## config.mk

```make
export PLATFORM = sky130hd
export DESIGN_NAME = sdram_host_port_flat
export DESIGN_NICKNAME = d
export VERILOG_FILES = /design/src/rtl/sdram_ctrl_pkg.sv /design/src/rtl/sdram_req_if.sv /design/src/rtl/sdram_host_port.sv /design/src/flat_wrapper.sv
export VERILOG_INCLUDE_DIRS = /design/src /design/src/rtl
export SDC_FILE = /design/constraint.sdc
export NUM_CORES = 1
export LEC_CHECK = 0
export BUFFER_PORTS_ARGS = -buffer_cell sky130_fd_sc_hd__clkbuf_2
export CORE_UTILIZATION = 41
export DETAILED_ROUTE_END_ITERATION = 7
export PLACE_DENSITY = 0.79
export SETUP_SLACK_MARGIN = 0.1
export SLEW_MARGIN = 20
export SYNTH_ARGS = -nofsm -noshare
export SYNTH_HDL_FRONTEND = slang
export SYNTH_SLANG_ARGS = --single-unit
```

## constraint.sdc

```tcl
create_clock -name fpga_clk -period 1.8 [get_ports fpga_clk]
set_clock_uncertainty 0.2 [all_clocks]
set_input_delay 0.09 -clock fpga_clk [delete_from_list [all_inputs] [get_ports fpga_clk]]
set_output_delay 0.09 -clock fpga_clk [all_outputs]
set_load 0.02 [all_outputs]
```

## src/rtl/sdram_ctrl_config.svh

```systemverilog
// Timing cycle counts, queue depth, CAS latency and bus widths of the SDRAM controller
`ifndef SDRAM_CTRL_CONFIG_SVH
`define SDRAM_CTRL_CONFIG_SVH

// Deselect cycles after reset before the first precharge
// Kept short so simulation reaches traffic quickly
`define SDRAM_INIT_CYCLES 20

// Command spacing in clock cycles, counted from the command edge
`define SDRAM_T_RP  2
`define SDRAM_T_RC  4
`define SDRAM_T_MRD 2
`define SDRAM_T_RCD 2
`define SDRAM_T_WR  2

// Read data arrives this many edges after the READ command
`define SDRAM_CAS_LATENCY 2

// Cycles between refresh requests
`define SDRAM_REFRESH_INTERVAL 120

// Number of host requests the queue can hold
`define SDRAM_REQ_DEPTH 4

// Address split and data width
`define SDRAM_BANK_W 2
`define SDRAM_ROW_W  12
`define SDRAM_COL_W  9
`define SDRAM_DATA_W 32

`endif
```

## src/rtl/sdram_ctrl_pkg.sv

```systemverilog
// Address, data, SDRAM command and sequencer state types with the mode register value
`include "sdram_ctrl_config.svh"

package sdram_ctrl_pkg;

  // Host address fields
  typedef logic [`SDRAM_BANK_W-1:0] bank_t;
  typedef logic [`SDRAM_ROW_W-1:0]  row_t;
  typedef logic [`SDRAM_COL_W-1:0]  col_t;

  // Host address is {bank, row, col}
  typedef logic [`SDRAM_BANK_W+`SDRAM_ROW_W+`SDRAM_COL_W-1:0] host_addr_t;

  typedef logic [`SDRAM_DATA_W-1:0] data_t;

  // SDRAM address bus is as wide as a row
  typedef logic [`SDRAM_ROW_W-1:0] sdram_addr_t;

  // Pin codes {cs_n, ras_n, cas_n, we_n}
  typedef enum logic [3:0] {
    CMD_DESELECT  = 4'b1111,
    CMD_NOP       = 4'b0111,
    CMD_READ      = 4'b0101,
    CMD_WRITE     = 4'b0100,
    CMD_ACTIVE    = 4'b0011,
    CMD_PRECHARGE = 4'b0010,
    CMD_REFRESH   = 4'b0001,
    CMD_LOAD_MODE = 4'b0000
  } sdram_cmd_t;

  // Command sequencer states
  typedef enum logic [2:0] {
    ST_INIT,
    ST_MODE,
    ST_IDLE,
    ST_REFRESH,
    ST_ACTIVATE,
    ST_READ,
    ST_WRITE
  } seq_state_t;

  // Single location writes, CAS latency, sequential, burst length 1
  localparam sdram_addr_t MODE_REG_VALUE =
    {2'b00, 1'b1, 2'b00, 3'(`SDRAM_CAS_LATENCY), 1'b0, 3'b000};

endpackage

```

## src/rtl/sdram_req_if.sv

```systemverilog
// Request channel carrying one SDRAM access between host port, queue and sequencer
`timescale 1ns/1ps

interface sdram_req_if
  import sdram_ctrl_pkg::*;
();

  // Handshake, an item moves when both are high on an edge
  logic  valid;
  logic  ready;

  // Request payload
  logic  write;
  bank_t bank;
  row_t  row;
  col_t  col;
  data_t wdata;

  // Side that offers requests
  modport src (output valid, write, bank, row, col, wdata, input ready);

  // Side that takes requests
  modport dst (input valid, write, bank, row, col, wdata, output ready);

endinterface

```

## src/rtl/sdram_host_port.sv

```systemverilog
// Host request holding register, address split and read return register
`timescale 1ns/1ps

module sdram_host_port
  import sdram_ctrl_pkg::*;
(
  input  logic       fpga_clk,
  input  logic       fpga_reset,
  input  logic       host_req,
  input  logic       host_write,
  input  host_addr_t host_addr,
  input  data_t      host_wdata,
  output logic       host_ready,
  output logic       host_rd_valid,
  output data_t      host_rd_data,
  sdram_req_if.src   req_in,
  input  logic       seq_rd_valid,
  input  data_t      seq_rd_data
);

  // Holding register for one accepted request
  logic       hold_valid;
  logic       hold_write;
  host_addr_t hold_addr;
  data_t      hold_wdata;

  logic accept;
  logic drain;

  // Register is free, or the queue takes its content this cycle
  assign drain      = hold_valid && req_in.ready;
  assign host_ready = !hold_valid || req_in.ready;
  assign accept     = host_req && host_ready;

  always_ff @(posedge fpga_clk or posedge fpga_reset) begin
    if (fpga_reset) begin
      hold_valid <= 1'b0;
    end else if (accept) begin
      hold_valid <= 1'b1;
    end else if (drain) begin
      hold_valid <= 1'b0;
    end
  end

  always_ff @(posedge fpga_clk) begin
    if (accept) begin
      hold_write <= host_write;
      hold_addr  <= host_addr;
      hold_wdata <= host_wdata;
    end
  end

  // Offer to the queue, address split as {bank, row, col}
  assign req_in.valid = hold_valid;
  assign req_in.write = hold_write;
  assign req_in.wdata = hold_wdata;
  assign {req_in.bank, req_in.row, req_in.col} = hold_addr;

  // Read return is registered once toward the host
  always_ff @(posedge fpga_clk or posedge fpga_reset) begin
    if (fpga_reset) begin
      host_rd_valid <= 1'b0;
    end else begin
      host_rd_valid <= seq_rd_valid;
    end
  end

  always_ff @(posedge fpga_clk) begin
    if (seq_rd_valid) begin
      host_rd_data <= seq_rd_data;
    end
  end

endmodule

```

## src/flat_wrapper.sv

```systemverilog
// flat-port wrapper written by rule: the top's interface ports become plain ports
module sdram_host_port_flat import sdram_ctrl_pkg::*;
  (fpga_clk, fpga_reset, host_req, host_write, host_addr, host_wdata, host_ready, host_rd_valid, host_rd_data, seq_rd_valid, seq_rd_data, req_in_valid, req_in_write, req_in_bank, req_in_row, req_in_col, req_in_wdata, req_in_ready);
  sdram_req_if req_in_i ();
  input  logic fpga_clk;
  input  logic fpga_reset;
  input  logic host_req;
  input  logic host_write;
  input  host_addr_t host_addr;
  input  data_t host_wdata;
  output logic host_ready;
  output logic host_rd_valid;
  output data_t host_rd_data;
  input  logic seq_rd_valid;
  input  data_t seq_rd_data;
  output wire logic [$bits(req_in_i.valid)-1:0] req_in_valid;
  output wire logic [$bits(req_in_i.write)-1:0] req_in_write;
  output wire logic [$bits(req_in_i.bank)-1:0] req_in_bank;
  output wire logic [$bits(req_in_i.row)-1:0] req_in_row;
  output wire logic [$bits(req_in_i.col)-1:0] req_in_col;
  output wire logic [$bits(req_in_i.wdata)-1:0] req_in_wdata;
  input wire logic [$bits(req_in_i.ready)-1:0] req_in_ready;
  assign req_in_valid = req_in_i.valid;
  assign req_in_write = req_in_i.write;
  assign req_in_bank = req_in_i.bank;
  assign req_in_row = req_in_i.row;
  assign req_in_col = req_in_i.col;
  assign req_in_wdata = req_in_i.wdata;
  assign req_in_i.ready = req_in_ready;
  sdram_host_port u_core (.fpga_clk(fpga_clk), .fpga_reset(fpga_reset), .host_req(host_req), .host_write(host_write), .host_addr(host_addr), .host_wdata(host_wdata), .host_ready(host_ready), .host_rd_valid(host_rd_valid), .host_rd_data(host_rd_data), .req_in(req_in_i), .seq_rd_valid(seq_rd_valid), .seq_rd_data(seq_rd_data));
endmodule
```

==> impl_metrics.csv <==
group,metric,value,unit
outcome,status,"complete, no violations",
synth,syn-mean-instance-area,29.0,sq um
place,placed_cells,356,
timing,setup_viol,0,
route,wl_per_cell,16.7,um
timing,worstMarginPinSlew,0.397,ns
timing,slew_violations,0,
synth,yosysMostFrequentCell,"edfxtp_1",
global_route,grt_start_max_net_pins,57,
worst_hold_path,hold_path_class,"in -> reg",
layout,num_antenna_cells,0,
floorplanning,die_w,83.5,um
synth,syn_inst,94,
synth,yosysSeqAreaShare,98.8,%
clock_tree,cts_tree,"yes",
layout,fin_cells,465,
floorplanning,core_area,6390,sq um
route,drt_iter0_drc,112,
place,io_buffers,183,
synth,synth_edf_count,88,
synth,synth_common_cells,"edfxtp_1 (88), dfrtp_1 (2)",
layout,final_layout_size_suffix_gt1_share,52.3,%
synth,synth-async-reset-ratio,2.22,%
flow_run,timing.max_cap.violations,0,
route,totalWireLength,7.77,mm
synth,syn_nets,187,
clock_tree,clkTransAtPathRegs,0.10,ns
route,drcViolationCount,0,
synth,yosys_warnings,0,
timing,hold_viol,0,
synth,synth_seq_cells,90,
floorplanning,row_count,29,
layout,area_delta_synth_final,78.8,%
synth,synth.distinct_cells,6,
pwr,p_per_area,893,nW/um^2
layout,nets,476,
global_route,first_global_vias,2300,
global_route,grt_pass1_wl,11.8,mm
worst_setup_path,crit_path_end_kind,"flip-flop",
route,drtPass1Iterations,4,
clock_tree,cts.path.max_buffers,2,
clock_tree,cts.sinks,90,
clock_tree,numCtsBuffers,9,
worst_setup_path,crit_type,"reg -> reg",
route,via_count,2081,
timing,timing.fmax,692,MHz
pwr,max-vdd-ir-drop,641,uV
global_route,overflow,0,
clock_tree,cts_max_level,3,
floorplanning,die_area,6980,sq um
worst_setup_path,crit_required,1.63,ns
timing,setup_tns,0,ns
global_route,grt.total_usage,22.7,%
timing,max_slew_margin,73.5,%
clock_tree,root_buffer,"clkbuf_8",
clock_tree,cts_setup_buffers,0,
timing,period_needed,1.45,ns
synth,synth_area_leaders,"edfxtp_1 (97%), dfrtp_1 (1.8%), nand2b_4 (0.51%)",
route,ant_nets,0,
pwr,power_leakage,2.13,nW
synth,synth_top_area_share,97.0,%
synth,syn-cell-area,2730,sq um
timing,period_share,80.3,%
clock_tree,post_cts_resized,0,
place,gp_congestion,0.739,
place,pre_cts_ws,0.352,ns
route,detail_route.vias_per_cell,4.48,
layout,fin_util,76.3,%
pwr,power.total,4.35,mW
floorplanning,die_h,83.5,um
worst_setup_path,crit_arrival,1.27,ns
worst_setup_path,critPathMaxFanout,56,
global_route,antenna_found_initial,0,
floorplanning,start_util,42.7,%
synth,synth_ff_type,"edfxtp_1",
floorplanning,design.portCount,184,
clock_tree,clock_insertion_delay_worst_skew,0.33,ns
timing,grt_setup_unrepaired,"no",
synth,synth_top_cell_by_area,"edfxtp_1",
worst_setup_path,critPathLaunchType,"flip-flop",
timing,worst_slack,0.355,ns
-- cell type report --
type	instances	area [sq um]
repair buffers	278	1870
flip-flops and latches	90	2690
well taps	77	96.3
clock inverters	7	53.8
fillers	373	1510
clock buffers	9	124
multi-input cells	3	28.8
inverters	1	3.75
-- sequential cells by signal (all words and copies together), names as in the netlist --
register              flops
u_core.host_rd_data      32
u_core.req_in.wdata      32
u_core.hold_addr         23
u_core.host_rd_valid      1
u_core.req_in.valid       1
u_core.req_in.write       1
-- through the flow --
stage / hold slack [ns] / cell area (sq um)
4_1_cts: 0.232 / 4870
3_3_place_gp: -0.276 / 3760
3_5_place_dp: -0.270 / 3760
6_report: 0.254 / 4870
2_1_floorplan: -0.369 / 2730
5_1_grt: 0.241 / 4870
-- metal layers --
metal / up-vias / track usage [%] / part of all wire (%)
met5: - / 0 / 0
met2: 161 / 38.1 / 49
met1: 949 / 26.1 / 37
met3: 20 / 8.01 / 11
li1: 951 / - / -
met4: 0 / 10.8 / 3.0
-- where the power goes --
group | internal (mW) | switching, mW | total (mW)
Combinational | 0.294 | 0.333 | 0.626
Clock | 0.508 | 0.722 | 1.23
Sequential | 2.45 | 0.0429 | 2.50
Total | 3.25 | 1.10 | 4.35
-- kinds of logic after synthesis --
| logic type | share of synthesized area, % |
|---|---|
| buf+inv | 0.138 |
| flops | 98.8 |
| simple gates | 1.06 |
-- final timing paths --
kind	from	to	slack, ns	cells past startpoint
max in group asynchronous	fpga_reset	u_core.req_in.valid	0.83	4
worst min register to register	u_core.req_in.valid	u_core.req_in.wdata[9]	0.80	3
worst max-delay path	u_core.req_in.valid	u_core.req_in.wdata[4]	0.35	3
worst min-delay path	host_wdata[18]	u_core.req_in.wdata[18]	0.25	2
worst max register to register	u_core.req_in.valid	u_core.req_in.wdata[4]	0.35	3
min in group asynchronous	fpga_reset	u_core.host_rd_valid	0.46	4
-- worst max-delay path, cell delays in order, from the launching register on --
cell and delay (ns):
dfrtp_1 0.41, nand2b_4 0.08, and2_4 0.15, buf_12 0.26
-- layout by cell type, fill, tap and decap left out --
| master | instances |
|---|---|
| clkbuf_2 | 183 |
| dlygate4sd3_1 | 93 |
| edfxtp_1 | 88 |
| clkbuf_8 | 9 |
| clkinvlp_4 | 3 |
| clkinv_4 | 2 |
| dfrtp_1 | 2 |
| nand2b_4 | 1 |
| and2_4 | 1 |
| nand2b_1 | 1 |
| inv_1 | 1 |
| inv_6 | 1 |
| clkinv_2 | 1 |
| buf_12 | 1 |
| buf_4 | 1 |
-- repair_timing --
action	4_1_cts	5_1_grt
hold endpoints to repair	92	0
setup endpoints to repair	0	0
hold buffers	93	0
Power figures use the tool's default switching activity.
