<file path="src/rtl/sdram_ctrl_config.svh">
// Timing cycle counts, queue depth, CAS latency and bus widths of the SDRAM controller
`ifndef SDRAM_CTRL_CONFIG_SVH
`define SDRAM_CTRL_CONFIG_SVH

// Deselect cycles after reset before the first precharge
// Kept short so simulation reaches traffic quickly
`define SDRAM_INIT_CYCLES 20

// Command spacing in clock cycles, counted from the command edge
`define SDRAM_T_RP  2
`define SDRAM_T_RC  4
`define SDRAM_T_MRD 2
`define SDRAM_T_RCD 2
`define SDRAM_T_WR  2

// Read data arrives this many edges after the READ command
`define SDRAM_CAS_LATENCY 2

// Cycles between refresh requests
`define SDRAM_REFRESH_INTERVAL 120

// Number of host requests the queue can hold
`define SDRAM_REQ_DEPTH 4

// Address split and data width
`define SDRAM_BANK_W 2
`define SDRAM_ROW_W  12
`define SDRAM_COL_W  9
`define SDRAM_DATA_W 32

`endif
</file>
<file path="src/rtl/sdram_ctrl_pkg.sv">
// Address, data, SDRAM command and sequencer state types with the mode register value
`include "sdram_ctrl_config.svh"

package sdram_ctrl_pkg;

  // Host address fields
  typedef logic [`SDRAM_BANK_W-1:0] bank_t;
  typedef logic [`SDRAM_ROW_W-1:0]  row_t;
  typedef logic [`SDRAM_COL_W-1:0]  col_t;

  // Host address is {bank, row, col}
  typedef logic [`SDRAM_BANK_W+`SDRAM_ROW_W+`SDRAM_COL_W-1:0] host_addr_t;

  typedef logic [`SDRAM_DATA_W-1:0] data_t;

  // SDRAM address bus is as wide as a row
  typedef logic [`SDRAM_ROW_W-1:0] sdram_addr_t;

  // Pin codes {cs_n, ras_n, cas_n, we_n}
  typedef enum logic [3:0] {
    CMD_DESELECT  = 4'b1111,
    CMD_NOP       = 4'b0111,
    CMD_READ      = 4'b0101,
    CMD_WRITE     = 4'b0100,
    CMD_ACTIVE    = 4'b0011,
    CMD_PRECHARGE = 4'b0010,
    CMD_REFRESH   = 4'b0001,
    CMD_LOAD_MODE = 4'b0000
  } sdram_cmd_t;

  // Command sequencer states
  typedef enum logic [2:0] {
    ST_INIT,
    ST_MODE,
    ST_IDLE,
    ST_REFRESH,
    ST_ACTIVATE,
    ST_READ,
    ST_WRITE
  } seq_state_t;

  // Single location writes, CAS latency, sequential, burst length 1
  localparam sdram_addr_t MODE_REG_VALUE =
    {2'b00, 1'b1, 2'b00, 3'(`SDRAM_CAS_LATENCY), 1'b0, 3'b000};

endpackage

</file>
<file path="src/rtl/sdram_req_if.sv">
// Request channel carrying one SDRAM access between host port, queue and sequencer
`timescale 1ns/1ps

interface sdram_req_if
  import sdram_ctrl_pkg::*;
();

  // Handshake, an item moves when both are high on an edge
  logic  valid;
  logic  ready;

  // Request payload
  logic  write;
  bank_t bank;
  row_t  row;
  col_t  col;
  data_t wdata;

  // Side that offers requests
  modport src (output valid, write, bank, row, col, wdata, input ready);

  // Side that takes requests
  modport dst (input valid, write, bank, row, col, wdata, output ready);

endinterface

</file>
<file path="src/rtl/sdram_req_fifo.sv">
// Circular request queue between host port and command sequencer
`timescale 1ns/1ps
`include "sdram_ctrl_config.svh"

module sdram_req_fifo
  import sdram_ctrl_pkg::*;
(
  input  logic     fpga_clk,
  input  logic     fpga_reset,
  sdram_req_if.dst req_in,
  sdram_req_if.src req_out
);

  localparam int unsigned DEPTH   = `SDRAM_REQ_DEPTH;
  localparam int unsigned PTR_W   = $clog2(DEPTH);
  localparam int unsigned CNT_W   = $clog2(DEPTH + 1);
  // One entry is {write, bank, row, col, wdata}
  localparam int unsigned ENTRY_W =
    1 + $bits(bank_t) + $bits(row_t) + $bits(col_t) + $bits(data_t);

  typedef logic [PTR_W-1:0] ptr_t;
  typedef logic [CNT_W-1:0] cnt_t;

  logic [ENTRY_W-1:0] mem [DEPTH];
  ptr_t               wr_ptr;
  ptr_t               rd_ptr;
  cnt_t               count;

  logic push;
  logic pop;

  // Full queue stalls the host port
  assign req_in.ready  = (count != cnt_t'(DEPTH));
  assign req_out.valid = (count != '0);

  assign push = req_in.valid && req_in.ready;
  assign pop  = req_out.valid && req_out.ready;

  // Storage
  always_ff @(posedge fpga_clk) begin
    if (push) begin
      mem[wr_ptr] <= {req_in.write, req_in.bank, req_in.row, req_in.col, req_in.wdata};
    end
  end

  // Oldest entry faces the sequencer
  assign {req_out.write, req_out.bank, req_out.row, req_out.col, req_out.wdata} = mem[rd_ptr];

  // Pointers wrap at the depth, which need not be a power of two
  always_ff @(posedge fpga_clk or posedge fpga_reset) begin
    if (fpga_reset) begin
      wr_ptr <= '0;
      rd_ptr <= '0;
      count  <= '0;
    end else begin
      if (push) begin
        wr_ptr <= (wr_ptr == ptr_t'(DEPTH - 1)) ? '0 : wr_ptr + 1'b1;
      end
      if (pop) begin
        rd_ptr <= (rd_ptr == ptr_t'(DEPTH - 1)) ? '0 : rd_ptr + 1'b1;
      end
      // Occupancy only moves when one side acts alone
      case ({push, pop})
        2'b10:   count <= count + 1'b1;
        2'b01:   count <= count - 1'b1;
        default: count <= count;
      endcase
    end
  end

endmodule

</file>
<file path="src/flat_wrapper.sv">
// flat-port wrapper written by rule: the top's interface ports become plain ports
module sdram_req_fifo_flat import sdram_ctrl_pkg::*;
  (fpga_clk, fpga_reset, req_in_valid, req_in_write, req_in_bank, req_in_row, req_in_col, req_in_wdata, req_in_ready, req_out_valid, req_out_write, req_out_bank, req_out_row, req_out_col, req_out_wdata, req_out_ready);
  sdram_req_if req_in_i ();
  sdram_req_if req_out_i ();
  input  logic fpga_clk;
  input  logic fpga_reset;
  input wire logic [$bits(req_in_i.valid)-1:0] req_in_valid;
  input wire logic [$bits(req_in_i.write)-1:0] req_in_write;
  input wire logic [$bits(req_in_i.bank)-1:0] req_in_bank;
  input wire logic [$bits(req_in_i.row)-1:0] req_in_row;
  input wire logic [$bits(req_in_i.col)-1:0] req_in_col;
  input wire logic [$bits(req_in_i.wdata)-1:0] req_in_wdata;
  output wire logic [$bits(req_in_i.ready)-1:0] req_in_ready;
  output wire logic [$bits(req_out_i.valid)-1:0] req_out_valid;
  output wire logic [$bits(req_out_i.write)-1:0] req_out_write;
  output wire logic [$bits(req_out_i.bank)-1:0] req_out_bank;
  output wire logic [$bits(req_out_i.row)-1:0] req_out_row;
  output wire logic [$bits(req_out_i.col)-1:0] req_out_col;
  output wire logic [$bits(req_out_i.wdata)-1:0] req_out_wdata;
  input wire logic [$bits(req_out_i.ready)-1:0] req_out_ready;
  assign req_in_i.valid = req_in_valid;
  assign req_in_i.write = req_in_write;
  assign req_in_i.bank = req_in_bank;
  assign req_in_i.row = req_in_row;
  assign req_in_i.col = req_in_col;
  assign req_in_i.wdata = req_in_wdata;
  assign req_in_ready = req_in_i.ready;
  assign req_out_valid = req_out_i.valid;
  assign req_out_write = req_out_i.write;
  assign req_out_bank = req_out_i.bank;
  assign req_out_row = req_out_i.row;
  assign req_out_col = req_out_i.col;
  assign req_out_wdata = req_out_i.wdata;
  assign req_out_i.ready = req_out_ready;
  sdram_req_fifo u_core (.fpga_clk(fpga_clk), .fpga_reset(fpga_reset), .req_in(req_in_i), .req_out(req_out_i));
endmodule
</file>
<file path="config.mk">
export PLATFORM = sky130hd
export DESIGN_NAME = sdram_req_fifo_flat
export DESIGN_NICKNAME = d
export VERILOG_FILES = /design/src/rtl/sdram_ctrl_pkg.sv /design/src/rtl/sdram_req_if.sv /design/src/rtl/sdram_req_fifo.sv /design/src/flat_wrapper.sv
export VERILOG_INCLUDE_DIRS = /design/src /design/src/rtl
export SDC_FILE = /design/constraint.sdc
export NUM_CORES = 1
export LEC_CHECK = 0
export CAP_MARGIN = 10
export CORE_MARGIN = 2
export CORE_UTILIZATION = 40
export CTS_CLUSTER_DIAMETER = 50
export DETAILED_ROUTE_END_ITERATION = 10
export DONT_BUFFER_PORTS = 1
export PLACE_DENSITY_LB_ADDON = 0.15
export SYNTH_ARGS = -nofsm -noshare
export SYNTH_HDL_FRONTEND = slang
export SYNTH_SLANG_ARGS = --single-unit
</file>
<file path="constraint.sdc">
create_clock -name fpga_clk -period 5 [get_ports fpga_clk]
set_clock_uncertainty 0.05 [all_clocks]
set_input_delay 0 -clock fpga_clk [delete_from_list [all_inputs] [get_ports fpga_clk]]
set_output_delay 0 -clock fpga_clk [all_outputs]
set_load 0.05 [all_outputs]
</file>
==> results.ini, run 1 <==
[cts]
cts_tree=done
insertion_delay_ns=0.51
clock-root-buffer=clkbuf_16
cts_buffer_depth=3
htreeDepth=1
postCtsHoldBufs=60
clock_sinks=231
post-cts-setup-buffer-count=0
cts_buffers=27
ctsResizeCount=0
clkSlewWorstSetupHoldPaths_ns=0.06

[floorplan]
fp-row-count=53
io_pins=118
fp.dieH_um=150
coreArea_um2=21000
die_w_um=150
start_util_pct=40.7
die_area_um2=22500

[cells_and_area]
fillCellCount=1749
nNetsFinal=479
fin_util_pct=48.9
drive_above_1_share_pct=25.3
fin_area_um2=10200
area_delta_synth_final_pct=20.0

[timing]
finalHoldViolCount=0
fin_tns_setup_ns=0
setup_violations=0
rsz0062_at_grt=false
tightest_slew_ns=0.950
max_freq_mhz=351
slew_viol_final=0
period_needed_ns=2.85
relSlewSlack_pct=36.7
finalCritPeriodShare_pct=56.9

[power]
power_w=0.00690
p_per_area_nw_per_um2=674
leakage_nw=3.31
peakVddDrop_v=0.000535

[worst_setup_path]
crit_path_cell_trace=buf_4 -> mux4_2
crit_required_ns=4.95
path_max_fanout=32
start_kind=flop
cp_data_arrival_time_ns=2.80
slowest_stage=dfrtp_4
crit_path_end_kind=output pin
worst-setup-path-type=reg2out
critPathMaxStageDelay_ns=0.82

[global_route]
grt_usage_pct=13.8
grt_antenna_before_repair=1
grt_pass1_vias=4068
grt_pass1_wl_mm=23.3
grt-ovfl-total=0
grt_start_max_net_pins=57

[placement]
portBuffers=0
dp_hpwl_mm=8.14
gp_congestion=0.630
placed_cell_area_um2=8830

[synth]
syn_area_um2=8540
yosys_warnings=0
synth_area_leaders=edfxtp_1 (79%), mux4_2 (15%), dfrtp_1 (2.1%), ha_1 (0.88%), buf_6 (0.40%)
syn_area_per_cell_um2=25.6
yosys.area.top_type=edfxtp_1
synth_cell_type_count=21
synth_nets=401
synth.top_cell.area_share_pct=78.8
synth_cells=334
ys_seq_area_share_pct=80.8
synth_seq_cells=231

[run_status]
outcome=finished, final reports clean

[route]
vias=3616
drt_iter0_markers=157
drt-total-wl_mm=15.3
via_per_inst=5.11
ant_nets=0
wl_per_cell_um=21.6
firstDrtPassIters=4
drc=0

[job]
cap_viol_max_count=0

[hold_path]
hp-class=in2reg

==> layer usage <==
layer | global-route usage, % | up-vias | wire, um
met5 | 0 | - | 0
met4 | 4.06 | 0 | 321
met3 | 3.55 | 29 | 1010
met2 | 23.7 | 102 | 7860
met1 | 17.4 | 1913 | 6070
li1 | - | 1572 | -
==> cell usage in the layout, fill, tap and decap left out, types with 2 or more instances in the layout <==
master           n
and3_4           4
buf_4            2
clkbuf_1         4
clkbuf_16       27
clkinv_1         6
clkinv_2         5
dfrtp_1          5
dlygate4sd3_1   60
edfxtp_1       224
ha_1             6
inv_1            8
inv_6            3
mux2_2           2
mux2_4           2
mux4_2          56
nor2_1           3
xor2_1           2
==> where the power goes <==
group          internal, W  switching (W)
registers          0.00257       0.000207
logic             0.000632        0.00173
clock network      0.00104       0.000720
==> synthesized netlist by cell type <==
cell	number
and2_4	1
and3_2	4
buf_2	5
buf_4	3
buf_6	3
clkbuf_1	2
dfrtp_1	7
edfxtp_1	224
fa_1	1
ha_1	6
inv_1	8
mux2_2	2
mux2_4	2
mux2i_1	1
mux4_2	56
nand2_1	1
nor2_1	3
or3_2	1
or3b_4	1
xnor2_1	1
xor2_1	2
==> critical path, delay by kind of cell, from the launching register on <==
family,cells,cell delay (ns)
DFF,1,0.82
buffers and inverters,1,0.64
muxes,1,0.77
==> logic make-up (layout without fill, tap and decap cells) <==
group	Yosys count	count (layout)	share of synthesized area, %
fa+ha+maj	7	7	1.11
simple gates	11	11	0.850
buf+inv	21	118	1.39
xor+xnor	3	3	0.308
other cells	0	1	0
mux	61	61	15.5
flops	231	231	80.8
==> area by class of cell <==
| class | instances | area [um2] | share of cell area (%) |
|---|---|---|---|
| clock inverter | 17 | 120 | 1.17 |
| timing repair buffer | 62 | 616 | 6.01 |
| clock buffer | 31 | 691 | 6.74 |
| tap | 275 | 344 | 3.36 |
| inverter | 8 | 30.0 | 0.293 |
| antenna | 1 | 2.50 | 0.0244 |
| multi-input combinational | 82 | 1530 | 15.0 |
| sequential | 231 | 6910 | 67.4 |
==> state kept, by name (all words and copies together), names as in the netlist <==
name           cells
u_core.wr_ptr      2
u_core.mem       224
u_core.rd_ptr      2
u_core.count       3
==> per-stage QoR <==
stage               hold WS, ns  instances  worst slack, ns
floorplan                -0.247        334             2.77
global placement         -0.210        598             2.60
detailed placement       -0.213        598             2.60
CTS                       0.115        706             2.04
global route              0.135        707             1.94
finish                    0.113        707             2.15
==> path summary, 6_finish.rpt <==
kind	from	slack, ns	cells past startpoint	end
worst max-delay path	u_core.rd_ptr[0]$_DFFE_PP0P_	2.15	2	req_out_wdata[0]
worst min-delay path	req_in_valid	0.11	1	u_core.mem[2][5]$_DFFE_PP_
worst max register to register	u_core.count[0]$_DFFE_PP0P_	2.66	9	u_core.count[2]$_DFFE_PP0P_
worst min register to register	u_core.count[2]$_DFFE_PP0P_	0.45	1	u_core.count[2]$_DFFE_PP0P_
max in group asynchronous	fpga_reset	4.26	3	u_core.rd_ptr[0]$_DFFE_PP0P_
min in group asynchronous	fpga_reset	0.37	3	u_core.wr_ptr[0]$_DFFE_PP0P_
(Power assumes the default switching activity.)
==> run 2, diff against run 1 <==
Clock period 5 ns to 2.47 ns, I/O delays scaled along.
==> results.ini, run 2 (same netlist as run 1, synthesis figures left out) <==
[floorplan]
die_area_um2=22500
io_pins=118
fp-row-count=53
coreArea_um2=21000
start_util_pct=40.7
fp.dieH_um=150
die_w_um=150

[timing]
rsz0062_at_grt=false
finalCritPeriodShare_pct=90.3
setup_violations=0
slew_viol_final=0
finalHoldViolCount=0
relSlewSlack_pct=70.4
fin_tns_setup_ns=0
period_needed_ns=2.23
tightest_slew_ns=0.444
max_freq_mhz=448
fin_ws_ns=0.238

[placement]
gp_congestion=0.747
portBuffers=0
place_ws_ns=0.262
dp_hpwl_mm=9.10

[cts]
clock_sinks=231
htreeDepth=1
cts_buffer_depth=3
cts_tree=done
clock-root-buffer=clkbuf_16
clkSlewWorstSetupHoldPaths_ns=0.06
insertion_delay_ns=0.52
ctsResizeCount=0
cts_buffers=26

[route]
wl_per_cell_um=21.5
via_per_inst=5.11
drt-total-wl_mm=15.4
drc=0
ant_nets=0
drt_iter0_markers=136
vias=3662
firstDrtPassIters=4

[worst_setup_path]
crit_path_cell_trace=or3b_4 -> and2_4 -> inv_1 -> ha_1 -> inv_1 -> fa_1 -> xor2_1 -> nor2_1 -> xor2_1
endpoint=u_core.count[2]$_DFFE_PP0P_
reg2reg_from=u_core.count[0]$_DFFE_PP0P_
cp_num_cells=9
path_buf_inv=2
cp_data_arrival_time_ns=2.62
startpoint=u_core.count[0]$_DFFE_PP0P_
reg2regPathDepth=9
critPathMaxStageDelay_ns=0.41
slowest_stage=dfrtp_1
regToRegEndpoint=u_core.count[2]$_DFFE_PP0P_
start_kind=flop
path_max_fanout=4
crit_path_end_kind=flop
worst-setup-path-type=reg2reg
cpLargestDelayFamily=simple AND/OR/NAND/NOR gates
rrSetupSlack_ns=0.24
crit_required_ns=2.86

[cells_and_area]
nNetsFinal=493
diodes=0
regMostFlops=u_core.mem
mostFrequentLayoutCell=edfxtp_1
fillCellCount=1735
area_delta_synth_final_pct=22.5
top_regs=u_core.mem: 224 flops, u_core.count: 3 flops
final_cell_mix=edfxtp_1 (224), dlygate4sd3_1 (60), mux4_2 (56), clkbuf_16 (26), buf_12 (9)
drive_above_1_share_pct=28.1
largest_reg_flops=224

[global_route]
grt_usage_pct=13.9
grt_pass1_vias=4019
use_met3_pct=3.85
grt.met1_usage_pct=18.3
grt_start_max_net_pins=35
grt-busiest-layer=met2
grt_pass1_wl_mm=23.4
use_met2_pct=23.2
grt-ovfl-total=0
grt_antenna_before_repair=0

[power]
power_w=0.0142
leakage_nw=3.41
p_per_area_nw_per_um2=1360
peakVddDrop_v=0.000597

[hold_path]
hp-class=in2reg

[run_status]
outcome=finished, final reports clean

[job]
cap_viol_max_count=0

==> run 2: worst min-delay path by stage <==
stage	cells after the start	start	end
after floorplan	1	fpga_reset	u_core.count[0]$_DFFE_PP0P_
after global placement	1	fpga_reset	u_core.count[0]$_DFFE_PP0P_
after detailed placement	1	fpga_reset	u_core.count[0]$_DFFE_PP0P_
after CTS	1	req_in_wdata[2]	u_core.mem[1][2]$_DFFE_PP_
after global routing	1	req_in_row[7]	u_core.mem[3][48]$_DFFE_PP_
final	1	req_in_wdata[1]	u_core.mem[1][1]$_DFFE_PP_
==> run 2: what timing repair did <==
| item | in CTS | in global routing |
|---|---|---|
| hold buffers | 60 | 0 |
| hold endpoints to repair | 316 | 0 |
| buffers inserted | 1 | 0 |
| setup endpoints to repair | 14 | 0 |
==> run 2: metal layers <==
| layer | vias up | wire length [um] |
|---|---|---|
| met5 | - | 0 |
| met4 | 0 | 240 |
| met3 | 21 | 943 |
| met2 | 98 | 7830 |
| met1 | 1940 | 6400 |
| li1 | 1603 | - |
==> run 2: metrics by stage <==
step | utilization (%) | cells | hold slack, ns | cell area, um2
final | 49.9 | 717 | 0.132 | 10500
after global routing | 49.9 | 717 | 0.127 | 10500
after CTS | 49.9 | 717 | 0.106 | 10500
after detailed placement | 43.2 | 612 | -0.191 | 9050
after global placement | 43.2 | 612 | -0.204 | 9050
after floorplan | - | 334 | -0.247 | 8540
==> run 2: layout make-up <==
class,instances,area [um2],area share (%)
clock buffers,30,666,6.36
clock inverters,14,123,1.17
repair buffers,77,861,8.23
well taps,275,344,3.29
multi-input cells,82,1530,14.6
flip-flops and latches,231,6910,66.0
inverters,8,30.0,0.287
==> run 2: power by group <==
part / switching [W] / leakage [nW] / internal (W)
clock: 0.00145 / 0.383 / 0.00204
combinational: 0.00373 / 0.896 / 0.00155
sequential: 0.000265 / 2.13 / 0.00518
